[src/rtl/csr_pkg.sv]
package csr_pkg;

    localparam int XLEN    = 32;
    localparam int PC_BITS = 32;   // PC carried as [PC_BITS-1:1]

    typedef enum logic [1:0]
    {
        CSR_NONE  = 2'd0,
        CSR_WRITE = 2'd1,
        CSR_SET   = 2'd2,
        CSR_CLEAR = 2'd3
    } csr_op_e;

    // Privilege level from address bits 9:8
    typedef enum logic [1:0]
    {
        CAT_USER       = 2'd0,
        CAT_SUPERVISOR = 2'd1,
        CAT_HYPERVISOR = 2'd2,
        CAT_MACHINE    = 2'd3
    } csr_cat_e;

    // User counters, read-only
    localparam logic [11:0] ADDR_CYCLE    = 12'hC00;
    localparam logic [11:0] ADDR_INSTRET  = 12'hC02;
    localparam logic [11:0] ADDR_CYCLEH   = 12'hC80;
    localparam logic [11:0] ADDR_INSTRETH = 12'hC82;

    localparam logic [11:0] ADDR_MSTATUS  = 12'h300;
    localparam logic [11:0] ADDR_MISA     = 12'h301;
    localparam logic [11:0] ADDR_MTVEC    = 12'h305;
    localparam logic [11:0] ADDR_MSCRATCH = 12'h340;
    localparam logic [11:0] ADDR_MEPC     = 12'h341;
    localparam logic [11:0] ADDR_MCAUSE   = 12'h342;
    localparam logic [11:0] ADDR_MHARTID  = 12'hF14;

    localparam logic [XLEN-1:0] MISA_VALUE   = 32'h4000_0104;  // MXL=1, C and I
    localparam logic [XLEN-1:0] MSTATUS_MASK = 32'h0000_0088;  // MPIE, MIE

endpackage
[src/rtl/trap_pkg.sv]
package trap_pkg;

    // Exception code for ebreak
    localparam logic [csr_pkg::XLEN-1:0] CAUSE_BREAKPOINT = 32'd3;

    // Direct mode vector base after reset
    localparam logic [csr_pkg::XLEN-1:0] MTVEC_RESET = 32'h0000_0100;

    // Mode bits are not kept
    localparam logic [csr_pkg::XLEN-1:0] MTVEC_ALIGN_MASK = 32'hFFFF_FFFC;

endpackage

[src/rtl/csr_cmd_if.sv]
`timescale 1ns/1ns

interface csr_cmd_if;

    csr_pkg::csr_op_e               op;
    logic                           rd;
    csr_pkg::csr_cat_e              cat;
    logic [11:0]                    idx;     // full address, sub-category included
    logic [csr_pkg::XLEN-1:0]       wdata;
    logic                           ebreak;
    logic [csr_pkg::PC_BITS-1:1]    pc;

    modport stage
    (
        output op,
        output rd,
        output cat,
        output idx,
        output wdata,
        output ebreak,
        output pc
    );

    modport bank
    (
        input  op,
        input  rd,
        input  cat,
        input  idx,
        input  wdata,
        input  ebreak,
        input  pc
    );

endinterface

[src/rtl/csr_unit.sv]
`timescale 1ns/1ns

module csr_unit
(
    input  logic                            i_clk,
    input  logic                            i_rst_n,
    input  csr_pkg::csr_op_e                i_op,
    input  logic                            i_read,
    input  logic [11:0]                     i_idx,
    input  logic                            i_imm_sel,
    input  logic [4:0]                      i_imm,
    input  logic [csr_pkg::XLEN-1:0]        i_reg_data,
    input  logic                            i_ebreak,
    input  logic                            i_instr_issued,
    input  logic [csr_pkg::PC_BITS-1:1]     i_pc,
    output logic [csr_pkg::XLEN-1:0]        o_rdata,
    output logic                            o_rd_valid,
    output logic                            o_trap,
    output logic [csr_pkg::PC_BITS-1:1]     o_trap_pc,
    output logic [csr_pkg::PC_BITS-1:1]     o_ret_addr
);

    csr_cmd_if cmd_if ();

    csr_decode u_decode
    (
        .i_clk      (i_clk),
        .i_rst_n    (i_rst_n),
        .i_op       (i_op),
        .i_read     (i_read),
        .i_idx      (i_idx),
        .i_imm_sel  (i_imm_sel),
        .i_imm      (i_imm),
        .i_reg_data (i_reg_data),
        .i_ebreak   (i_ebreak),
        .i_pc       (i_pc),
        .o_cmd      (cmd_if.stage)
    );

    csr_access u_access
    (
        .i_clk          (i_clk),
        .i_rst_n        (i_rst_n),
        .i_instr_issued (i_instr_issued),
        .i_cmd          (cmd_if.bank),
        .o_rdata        (o_rdata),
        .o_rd_valid     (o_rd_valid),
        .o_trap         (o_trap),
        .o_trap_pc      (o_trap_pc),
        .o_ret_addr     (o_ret_addr)
    );

endmodule

[src/rtl/csr_access.sv]
`timescale 1ns/1ns

module csr_access
(
    input  logic                            i_clk,
    input  logic                            i_rst_n,
    input  logic                            i_instr_issued,
    csr_cmd_if.bank                         i_cmd,
    output logic [csr_pkg::XLEN-1:0]        o_rdata,
    output logic                            o_rd_valid,
    output logic                            o_trap,
    output logic [csr_pkg::PC_BITS-1:1]     o_trap_pc,
    output logic [csr_pkg::PC_BITS-1:1]     o_ret_addr
);

    logic [csr_pkg::XLEN-1:0]   rdata_user;
    logic [csr_pkg::XLEN-1:0]   rdata_machine;
    logic                       sel_user;
    logic                       sel_machine;

    // Counters sit in the Cxx block, other user addresses read zero
    assign sel_user    = (i_cmd.cat == csr_pkg::CAT_USER)
                         && (i_cmd.idx[11:10] == csr_pkg::ADDR_CYCLE[11:10]);
    assign sel_machine = (i_cmd.cat == csr_pkg::CAT_MACHINE);

    csr_counter_bank u_counter
    (
        .i_clk          (i_clk),
        .i_rst_n        (i_rst_n),
        .i_sel          (sel_user),
        .i_idx          (i_cmd.idx[7:0]),
        .i_instr_issued (i_instr_issued),
        .o_data         (rdata_user)
    );

    csr_machine_bank u_machine
    (
        .i_clk      (i_clk),
        .i_rst_n    (i_rst_n),
        .i_sel      (sel_machine),
        .i_idx      (i_cmd.idx),
        .i_op       (i_cmd.op),
        .i_wdata    (i_cmd.wdata),
        .i_ebreak   (i_cmd.ebreak),
        .i_pc       (i_cmd.pc),
        .o_data     (rdata_machine),
        .o_trap_pc  (o_trap_pc),
        .o_ret_addr (o_ret_addr)
    );

    always_comb
    begin
        case (i_cmd.cat)
            csr_pkg::CAT_USER:    o_rdata = rdata_user;
            csr_pkg::CAT_MACHINE: o_rdata = rdata_machine;
            default:              o_rdata = '0;   // S and H levels not implemented
        endcase
    end

    assign o_rd_valid = i_cmd.rd;
    assign o_trap     = i_cmd.ebreak;

endmodule

[src/rtl/csr_machine_bank.sv]
`timescale 1ns/1ns

module csr_machine_bank
(
    input  logic                            i_clk,
    input  logic                            i_rst_n,
    input  logic                            i_sel,
    input  logic [11:0]                     i_idx,
    input  csr_pkg::csr_op_e                i_op,
    input  logic [csr_pkg::XLEN-1:0]        i_wdata,
    input  logic                            i_ebreak,
    input  logic [csr_pkg::PC_BITS-1:1]     i_pc,
    output logic [csr_pkg::XLEN-1:0]        o_data,
    output logic [csr_pkg::PC_BITS-1:1]     o_trap_pc,
    output logic [csr_pkg::PC_BITS-1:1]     o_ret_addr
);

    logic [csr_pkg::XLEN-1:0]   mstatus;
    logic [csr_pkg::XLEN-1:0]   mtvec;
    logic [csr_pkg::XLEN-1:0]   mscratch;
    logic [csr_pkg::XLEN-1:0]   mepc;
    logic [csr_pkg::XLEN-1:0]   mcause;

    logic [csr_pkg::XLEN-1:0]   rdata;
    logic [csr_pkg::XLEN-1:0]   new_val;
    logic                       wr_en;

    always_comb
    begin
        case (i_idx)
            csr_pkg::ADDR_MSTATUS:  rdata = mstatus;
            csr_pkg::ADDR_MISA:     rdata = csr_pkg::MISA_VALUE;
            csr_pkg::ADDR_MTVEC:    rdata = mtvec;
            csr_pkg::ADDR_MSCRATCH: rdata = mscratch;
            csr_pkg::ADDR_MEPC:     rdata = mepc;
            csr_pkg::ADDR_MCAUSE:   rdata = mcause;
            csr_pkg::ADDR_MHARTID:  rdata = '0;   // Single hart
            default:                rdata = '0;
        endcase
    end

    // Read-modify-write on the old value
    always_comb
    begin
        case (i_op)
            csr_pkg::CSR_WRITE: new_val = i_wdata;
            csr_pkg::CSR_SET:   new_val = rdata | i_wdata;
            csr_pkg::CSR_CLEAR: new_val = rdata & ~i_wdata;
            default:            new_val = rdata;
        endcase
    end

    assign wr_en = i_sel && (i_op != csr_pkg::CSR_NONE);

    always_ff @(posedge i_clk or negedge i_rst_n)
    begin
        if (!i_rst_n)
        begin
            mstatus  <= '0;
            mtvec    <= trap_pkg::MTVEC_RESET;
            mscratch <= '0;
            mepc     <= '0;
            mcause   <= '0;
        end
        else if (i_ebreak)
        begin
            // Trap capture wins over any write in the same command
            mepc   <= {i_pc, 1'b0};
            mcause <= trap_pkg::CAUSE_BREAKPOINT;
        end
        else if (wr_en)
        begin
            case (i_idx)
                csr_pkg::ADDR_MSTATUS:  mstatus  <= new_val & csr_pkg::MSTATUS_MASK;
                csr_pkg::ADDR_MTVEC:    mtvec    <= new_val & trap_pkg::MTVEC_ALIGN_MASK;
                csr_pkg::ADDR_MSCRATCH: mscratch <= new_val;
                csr_pkg::ADDR_MEPC:     mepc     <= {new_val[csr_pkg::XLEN-1:1], 1'b0};
                csr_pkg::ADDR_MCAUSE:   mcause   <= new_val;
                default:
                begin
                    // misa, mhartid and unmapped addresses ignore writes
                end
            endcase
        end
    end

    assign o_data     = rdata;
    assign o_trap_pc  = mtvec[csr_pkg::PC_BITS-1:1];
    assign o_ret_addr = mepc[csr_pkg::PC_BITS-1:1];

endmodule

[src/rtl/csr_counter_bank.sv]
`timescale 1ns/1ns

module csr_counter_bank
(
    input  logic                        i_clk,
    input  logic                        i_rst_n,
    input  logic                        i_sel,
    input  logic [7:0]                  i_idx,
    input  logic                        i_instr_issued,
    output logic [csr_pkg::XLEN-1:0]    o_data
);

    logic [63:0]                cycle;
    logic [63:0]                instret;
    logic [csr_pkg::XLEN-1:0]   rdata;

    always_ff @(posedge i_clk or negedge i_rst_n)
    begin
        if (!i_rst_n)
        begin
            cycle <= '0;
        end
        else
        begin
            cycle <= cycle + 64'd1;
        end
    end

    always_ff @(posedge i_clk or negedge i_rst_n)
    begin
        if (!i_rst_n)
        begin
            instret <= '0;
        end
        else if (i_instr_issued)
        begin
            instret <= instret + 64'd1;
        end
    end

    // Only the low address byte is decoded here
    always_comb
    begin
        case (i_idx)
            csr_pkg::ADDR_CYCLE[7:0]:    rdata = cycle[31:0];
            csr_pkg::ADDR_CYCLEH[7:0]:   rdata = cycle[63:32];
            csr_pkg::ADDR_INSTRET[7:0]:  rdata = instret[31:0];
            csr_pkg::ADDR_INSTRETH[7:0]: rdata = instret[63:32];
            default:                     rdata = '0;
        endcase
    end

    assign o_data = i_sel ? rdata : '0;

endmodule

[src/rtl/csr_decode.sv]
`timescale 1ns/1ns

module csr_decode
(
    input  logic                            i_clk,
    input  logic                            i_rst_n,
    input  csr_pkg::csr_op_e                i_op,
    input  logic                            i_read,
    input  logic [11:0]                     i_idx,
    input  logic                            i_imm_sel,
    input  logic [4:0]                      i_imm,
    input  logic [csr_pkg::XLEN-1:0]        i_reg_data,
    input  logic                            i_ebreak,
    input  logic [csr_pkg::PC_BITS-1:1]     i_pc,
    csr_cmd_if.stage                        o_cmd
);

    logic [csr_pkg::XLEN-1:0]   operand;
    csr_pkg::csr_cat_e          category;

    // Immediate form zero-extends the 5-bit field
    assign operand = i_imm_sel ? {{(csr_pkg::XLEN-5){1'b0}}, i_imm} : i_reg_data;

    assign category = csr_pkg::csr_cat_e'(i_idx[9:8]);

    // Control flags
    always_ff @(posedge i_clk or negedge i_rst_n)
    begin
        if (!i_rst_n)
        begin
            o_cmd.op     <= csr_pkg::CSR_NONE;
            o_cmd.rd     <= 1'b0;
            o_cmd.ebreak <= 1'b0;
        end
        else
        begin
            o_cmd.op     <= i_op;
            o_cmd.rd     <= i_read;
            o_cmd.ebreak <= i_ebreak;
        end
    end

    // Payload, only meaningful alongside the flags above
    always_ff @(posedge i_clk)
    begin
        o_cmd.cat   <= category;
        o_cmd.idx   <= i_idx;
        o_cmd.wdata <= operand;
        o_cmd.pc    <= i_pc;
    end

endmodule

[config.mk]
export PLATFORM = sky130hd
export DESIGN_NAME = csr_unit
export DESIGN_NICKNAME = d
export VERILOG_FILES = /design/src/rtl/csr_pkg.sv /design/src/rtl/trap_pkg.sv /design/src/rtl/csr_cmd_if.sv /design/src/rtl/csr_unit.sv /design/src/rtl/csr_access.sv /design/src/rtl/csr_machine_bank.sv /design/src/rtl/csr_counter_bank.sv /design/src/rtl/csr_decode.sv
export SDC_FILE = /design/constraint.sdc
export NUM_CORES = 1
export LEC_CHECK = 0
export BUFFER_PORTS_ARGS = -buffer_cell sky130_fd_sc_hd__buf_4
export CORE_MARGIN = 2
export CORE_UTILIZATION = 30
export CTS_CLUSTER_SIZE = 24
export DETAILED_ROUTE_END_ITERATION = 10
export RECOVER_POWER = 50
export SLEW_MARGIN = 20
export SYNTH_ARGS = -nofsm -noshare
export SYNTH_HDL_FRONTEND = slang
export SYNTH_HIERARCHICAL = 1
export SYNTH_SLANG_ARGS = --single-unit
[constraint.sdc]
create_clock -name i_clk -period 2.56 [get_ports i_clk]
set_clock_uncertainty 0.1 [all_clocks]
set_input_delay 0.256 -clock i_clk [delete_from_list [all_inputs] [get_ports i_clk]]
set_output_delay 0.256 -clock i_clk [all_outputs]
set_load 0.01 [all_outputs]
==> results.yml, run 1 <==
status:
  status: "finished with violations"
  violations: "slew limit, setup timing"
cts:
  clk-insertion-delay-late_ns: 0.57
  htreeDepth: 2
  cts.sinks: 334
  clk_pin_slew_ns: 0.06
  cts_inserted_buffers: 40
  cts_tree: "yes"
  clk_path_buf_depth: 3
  root_buffer: "clkbuf_16"
place:
  dp.cells: 2607
  io_buffers: 182
  dp_hpwl_mm: 42.3
  globalplace.congestion: 0.879
die:
  die_area_mm2: 0.0588
  start_util_pct: 30.3
  ios: 184
  die_h_um: 242
  die_x_um: 242
  core-area_mm2: 0.0563
  rows: 87
grt:
  grt_max_degree: 92
  grtUsageTotal_pct: 20.3
  grt_pass1_vias: 15059
  gr-total-overflow: 0
  grt_pass1_wl_mm: 93.0
  antenna_found_initial: 0
timing:
  fin_worst_hold_slack_ns: 0.0524
  fin_ws_ns: -0.359
  finalHoldViolations: 0
  drv_slew: 91
  final.setup.tns_ns: -9.65
  rsz0062_at_grt: "true"
  fin_crit_ns: 2.92
  fin_crit_sh_pct: 114
  clock.fmax_mhz: 343
  worstMarginPinSlew_ns: 1.55
  max_slew_margin_pct: -3.16
  setup_viol: 52
yosys:
  synth-async-reset-ratio_pct: 77.5
  syn_area_mm2: 0.0171
  synth_ff_type: "dfrtp_1"
  synth_edf_count: 0
  ys_types: 77
  yosys_warnings: 6
  seq_area_frac_synth_pct: 46.8
  synthCells: 1693
  ys_seq_elements: 334
  syn-num-nets: 1786
  syn_avg_cell_area_um2: 10.1
min_path:
  hold_class: "in -> reg"
  worstHoldStart: "i_imm_sel"
worst_setup_path:
  cp_data_arrival_time_ns: 2.56
  cp.required_ns: 2.20
  crit_chain: "or3b_4 > clkbuf_16 > a21o_1 > a31oi_4 > a22oi_2 > nor2_1 > buf_4 > buf_6"
  critPathCaptureType: "output pin"
  start_kind: "flip-flop"
  r2r-start: "u_decode/o_cmd.idx[5]"
  path_class: "reg -> out"
  path_max_fanout: 6
  crit_start: "u_decode/o_cmd.idx[6]"
  crit_path_max_incr_delay_ns: 0.48
  cpMaxStageDelayCell: "or3b_4"
detailed_routing:
  drtIter0Drc: 1346
  ant_nets: 0
  avgViaCountPerCell: 5.39
  wl_per_cell_um: 22.3
  wl_mm: 63.2
  num_vias: 15247
  drc: 0
  firstDrtPassIters: 6
layout:
  fin_cells: 2828
  drive_gt1_share_pct: 28.8
  final_core_util_pct: 41.5
  multi_input_area_mm2: 0.00896
  syn_to_final_growth_pct: 37.0
  seq_area_mm2: 0.00801
  num-nets-final: 2134
  diodes: 0
  fill_cells: 5315
flow_run:
  maxCapViolCount: 0
pwr:
  powerDensity_mw_per_mm2: 540
  power_mw: 12.6
  leakagePower_nw: 9.84
  peakVddDrop_v: 0.000398
## registers in the layout, summed over array words and instances (netlist names)
register                     cells
u_access/u_counter/instret      64
u_access/u_machine/mcause       32
u_access/u_machine/mtvec        30
u_access/u_counter/cycle        64
u_decode/o_cmd.ebreak            1
u_decode/o_cmd.wdata            32
u_access/u_machine/mscratch     32
u_decode/o_cmd.rd                1
u_access/u_machine/mepc         31
u_decode/o_cmd.idx              12
u_decode/o_cmd.op                2
u_access/u_machine/mstatus       2
u_decode/o_cmd.pc               31
## area by class of cell
| cell class | count | share of cell area (%) |
|---|---|---|
| Tap cell | 756 | 4.05 |
| Clock inverter | 7 | 0.220 |
| Multi-Input combinational cell | 1219 | 38.4 |
| Sequential cell | 334 | 34.3 |
| Inverter | 21 | 0.337 |
| Timing Repair Buffer | 425 | 17.4 |
| Clock buffer | 66 | 5.41 |
## kinds of logic after synthesis
family / share of synthesized area, %
compound gates: 13.9
xor+xnor: 7.86
fa+ha+maj: 0.367
buf+inv: 4.15
flops: 46.8
mux: 5.01
other cells: 0.0220
simple gates: 21.9
## where the power goes
group	leakage (nW)	internal [mW]	switching [mW]
combinational	5.09	0.619	0.658
clock	0.639	3.37	2.34
sequential	4.11	5.43	0.195
total	9.84	9.42	3.20
## critical path: cells and delay by family, from the launching register on
family / cells / cell delay, ns
AOI/OAI and AO/OA: 3 / 0.54
buffers and inverters: 3 / 0.45
DFF: 1 / 0.38
and+or+nand+nor: 2 / 0.59
## per-layer routing
metal	routed length, um	share of wire, %	global-route usage (%)
met4	2120	3.4	6.46
met5	0	0	0
met1	26800	42	27.8
met2	29700	47	32.3
met3	4610	7.3	4.11
## what timing repair did
action / 4_1_cts / 5_1_grt
resized for setup: 75 / 92
hold buffers: 86 / 0
endpoints found under the hold margin: 166 / 0
setup endpoints to repair: 32 / 63
pin swaps: 25 / 45
buffers inserted: 26 / 21
gates cloned: 6 / 11
## path summary, 6_finish.rpt
path	end	slack [ns]	cells after the start
max	o_rdata[16]	-0.36	8
min	u_decode/o_cmd.wdata[8]	0.05	2
max reg2reg	u_access/u_machine/mepc[6]	-0.06	10
min reg2reg	u_access/u_machine/mscratch[7]	0.39	2
max in group asynchronous	u_access/u_counter/instret[30]	0.26	3
min in group asynchronous	u_access/u_counter/instret[25]	0.49	2
## cell usage after synthesis (27+ instances only)
library cell | instances | area share [%]
o22ai_1 | 27 | 0.99
nor2b_1 | 29 | 1.1
and3_1 | 70 | 2.6
nand4_1 | 52 | 1.9
dfxtp_1 | 75 | 8.8
xor2_1 | 39 | 2.0
buf_2 | 33 | 0.97
dfrtp_1 | 258 | 38
xnor2_1 | 114 | 5.9
o21ai_0 | 97 | 2.8
nand3_1 | 82 | 2.4
nor2_1 | 77 | 1.7
clkbuf_1 | 57 | 1.3
a22oi_1 | 30 | 1.3
mux4_2 | 32 | 4.2
a21oi_1 | 49 | 1.4
nand3b_1 | 46 | 2.0
nand2_1 | 189 | 4.2
## cells in the final DEF, fill, tap and decap left out, drive strengths merged, types with 5 or more instances in the layout
master       Yosys  routed
ha               5       5
nor3            25      25
dfrtp          258     258
or2              6       6
a22oi           42      42
a31oi           13      13
and2            20      20
o211a           11      11
clkinv           0       5
a21o            12      12
o22ai           27      27
o211ai          12      12
nor4            23      23
nor2b           29      29
inv             21      21
a21boi          11      11
nand3           82      82
clkbuf          58     162
dfxtp           75      75
nand3b          46      46
and3            70      70
mux2            10      10
a211oi           8       8
buf             61     240
a2bb2oi          5       5
o21a             5       5
and4            15      15
xnor2          114     114
xor2            39      39
dlygate4sd3      0      86
mux4            32      32
nor2            87      87
a32o            13      13
a21oi           65      65
nand2          189     189
o21ai          110     110
nand4           55      55
## per-stage QoR
stage               setup slack [ns]  area (um^2)
floorplan                      0.245        17100
CTS                           -0.372        22600
global placement               0.104        19700
detailed placement            0.0666        19700
finish                        -0.359        23400
global route                  -0.430        23400
No activity file was read; power rests on OpenSTA's default activity.
==> inputs of run 2 (changes only) <==
--- a/config.mk
+++ b/config.mk
@@ -5,6 +5,7 @@
 export SDC_FILE = /design/constraint.sdc
 export NUM_CORES = 1
 export LEC_CHECK = 0
+export ABC_AREA = 1
 export BUFFER_PORTS_ARGS = -buffer_cell sky130_fd_sc_hd__buf_4
 export CORE_MARGIN = 2
 export CORE_UTILIZATION = 30
==> results.yml, run 2 <==
status:
  status: "finished with violations"
  violations: "capacitance limit, slew limit, setup timing"
cts:
  cts.sinks: 334
  clk-insertion-delay-late_ns: 0.60
  clk_pin_slew_ns: 0.06
  root_buffer: "clkbuf_16"
  cts_tree: "yes"
  cts_inserted_buffers: 42
  htreeDepth: 2
  clk_path_buf_depth: 3
timing:
  finalHoldViolations: 0
  final.setup.tns_ns: -8.85
  worstMarginPinSlew_ns: 2.15
  fin_crit_sh_pct: 114
  clock.fmax_mhz: 343
  max_slew_margin_pct: -43.4
  drv_slew: 106
  setup_viol: 32
  rsz0062_at_grt: "true"
  fin_ws_ns: -0.359
  fin_crit_ns: 2.92
detailed_routing:
  drtIter0Drc: 1688
  wl_per_cell_um: 19.1
  num_vias: 18093
  firstDrtPassIters: 8
  ant_nets: 0
  avgViaCountPerCell: 4.92
  wl_mm: 70.3
  drc: 0
grt:
  grt_pass1_wl_mm: 105
  gr-total-overflow: 0
  antenna_found_initial: 0
  grtUsageTotal_pct: 21.6
  grt_max_degree: 72
  grt_pass1_vias: 17442
yosys:
  synthCells: 2538
  yosysMostFrequentCell: "nand2_1"
  seq_area_frac_synth_pct: 43.1
  syn-num-nets: 2631
  ys_top_cells_by_area: "dfrtp_1, nand2_1, dfxtp_1, nand3_1, inv_1"
  yosys_warnings: 6
  synth_ff_type: "dfrtp_1"
  synth_edf_count: 0
  syn_area_mm2: 0.0185
  yosys.area.top_type: "dfrtp_1"
  synthTopCellsByCount: "nand2_1, inv_1, dfrtp_1"
  yosysTopAreaCellShare_pct: 34.9
  ys_types: 46
  ys_seq_elements: 334
  syn_avg_cell_area_um2: 7.30
  synth-async-reset-ratio_pct: 77.5
pwr:
  powerDensity_mw_per_mm2: 545
  peakVddDrop_v: 0.000418
  leakagePower_nw: 11.5
die:
  ios: 184
  die_x_um: 252
  core-area_mm2: 0.0614
  die_h_um: 252
  start_util_pct: 30.2
  rows: 91
  die_area_mm2: 0.0637
place:
  dp_hpwl_mm: 50.3
  globalplace.congestion: 0.962
  place_ws_ns: 0.148
  io_buffers: 182
worst_setup_path:
  reg2regPathDepth: 13
  start_kind: "flip-flop"
  cp.required_ns: 2.20
  path_max_fanout: 8
  path_class: "reg -> out"
  cp_data_arrival_time_ns: 2.56
  critPathCaptureType: "output pin"
layout:
  drive_gt1_share_pct: 20.8
  final_common_cell: "nand2_1"
  num-nets-final: 2948
  layout_common_cells: "nand2_1, inv_1, dfrtp_1"
  syn_to_final_growth_pct: 32.1
  final_core_util_pct: 39.9
  fill_cells: 6273
  top_regs: "u_access/u_counter/cycle: 64 flops, u_access/u_counter/instret: 64 flops"
  diodes: 0
min_path:
  hold_class: "in -> reg"
  holdPathStages: 2
flow_run:
  maxCapViolCount: 2
-- run 2: cell types whose count changed after synthesis, sizes merged, moves of 73 or more --
cell / before / now
xnor2: 114 / 5
o21ai: 110 / 183
nand3: 82 / 229
nand2: 189 / 803
nor2: 87 / 302
inv: 21 / 290
-- run 2: power by group --
part / total, mW / switching [mW] / internal (mW)
Combinational: 1.26 / 0.763 / 0.502
Sequential: 5.68 / 0.205 / 5.48
Clock: 6.37 / 2.53 / 3.85
-- run 2: kinds of logic after synthesis --
group	Yosys count	synth area share, %
AO/OA/AOI/OAI	259	7.97
XOR/XNOR	97	4.59
adder cells (fa/ha/maj)	5	0.338
buffers and inverters	389	9.30
flip-flops	334	43.1
other	1	0.0202
AND/OR/NAND/NOR	1453	34.7
-- run 2: path summary, 6_finish.rpt --
path,from,to,slack (ns)
worst max-delay path,u_decode/o_cmd.idx[9],o_rdata[13],-0.36
worst max register to register,u_decode/o_cmd.idx[9],u_access/u_machine/mepc[29],0.25
worst min-delay path,i_pc[11],u_decode/o_cmd.pc[11],0.21
min in group asynchronous,i_rst_n,u_access/u_counter/instret[31],0.73
worst min register to register,u_access/u_machine/mscratch[19],u_access/u_machine/mscratch[19],0.38
max in group asynchronous,i_rst_n,u_access/u_machine/mscratch[12],0.22
-- run 2: stage by stage --
stage                     hold WS (ns)  instances  power (mW)  area (um^2)
after floorplan                 -0.140       2538        6.36        18500
after global placement           0.210       3466        6.87        20800
after detailed placement         0.211       3466        6.88        20800
after CTS                      0.00680       3666        13.4        24000
after global routing             0.209       3678        13.8        24500
final                            0.211       3678        13.3        24500
-- run 2: repair_timing --
action,CTS,global route
buffers inserted,14,7
endpoints found under the setup margin,32,32
gates cloned,5,5
resized for setup,92,107
hold buffers,104,0
pin swaps,26,31
hold endpoints to repair,144,0
-- run 2: worst max-delay path, cell delays in order, from the launching register on --
cell and delay, ns:
dfxtp_2 0.34, inv_2 0.07, ha_4 0.13, and3_4 0.16, inv_2 0.04, or3_4 0.45, buf_12 0.18, nor2_2 0.10
nand2_1 0.10, a21oi_4 0.25, buf_6 0.13
-- run 2: cell type report --
class	count	area, um^2	share of cell area (%)
Sequential cell	334	8000	32.7
Timing Repair Buffer	372	3490	14.3
Clock buffer	64	1310	5.34
Multi-Input combinational cell	1815	9390	38.4
Inverter	290	1090	4.47
Tap cell	790	988	4.04
Clock inverter	13	193	0.788
-- run 2: per-layer routing --
layer	wire length (um)	up-vias	track usage, %
met3	5090	115	3.21
met5	0	-	0
met1	30900	8613	29.9
met4	1710	0	6.14
li1	-	8647	-
met2	32600	718	35.1
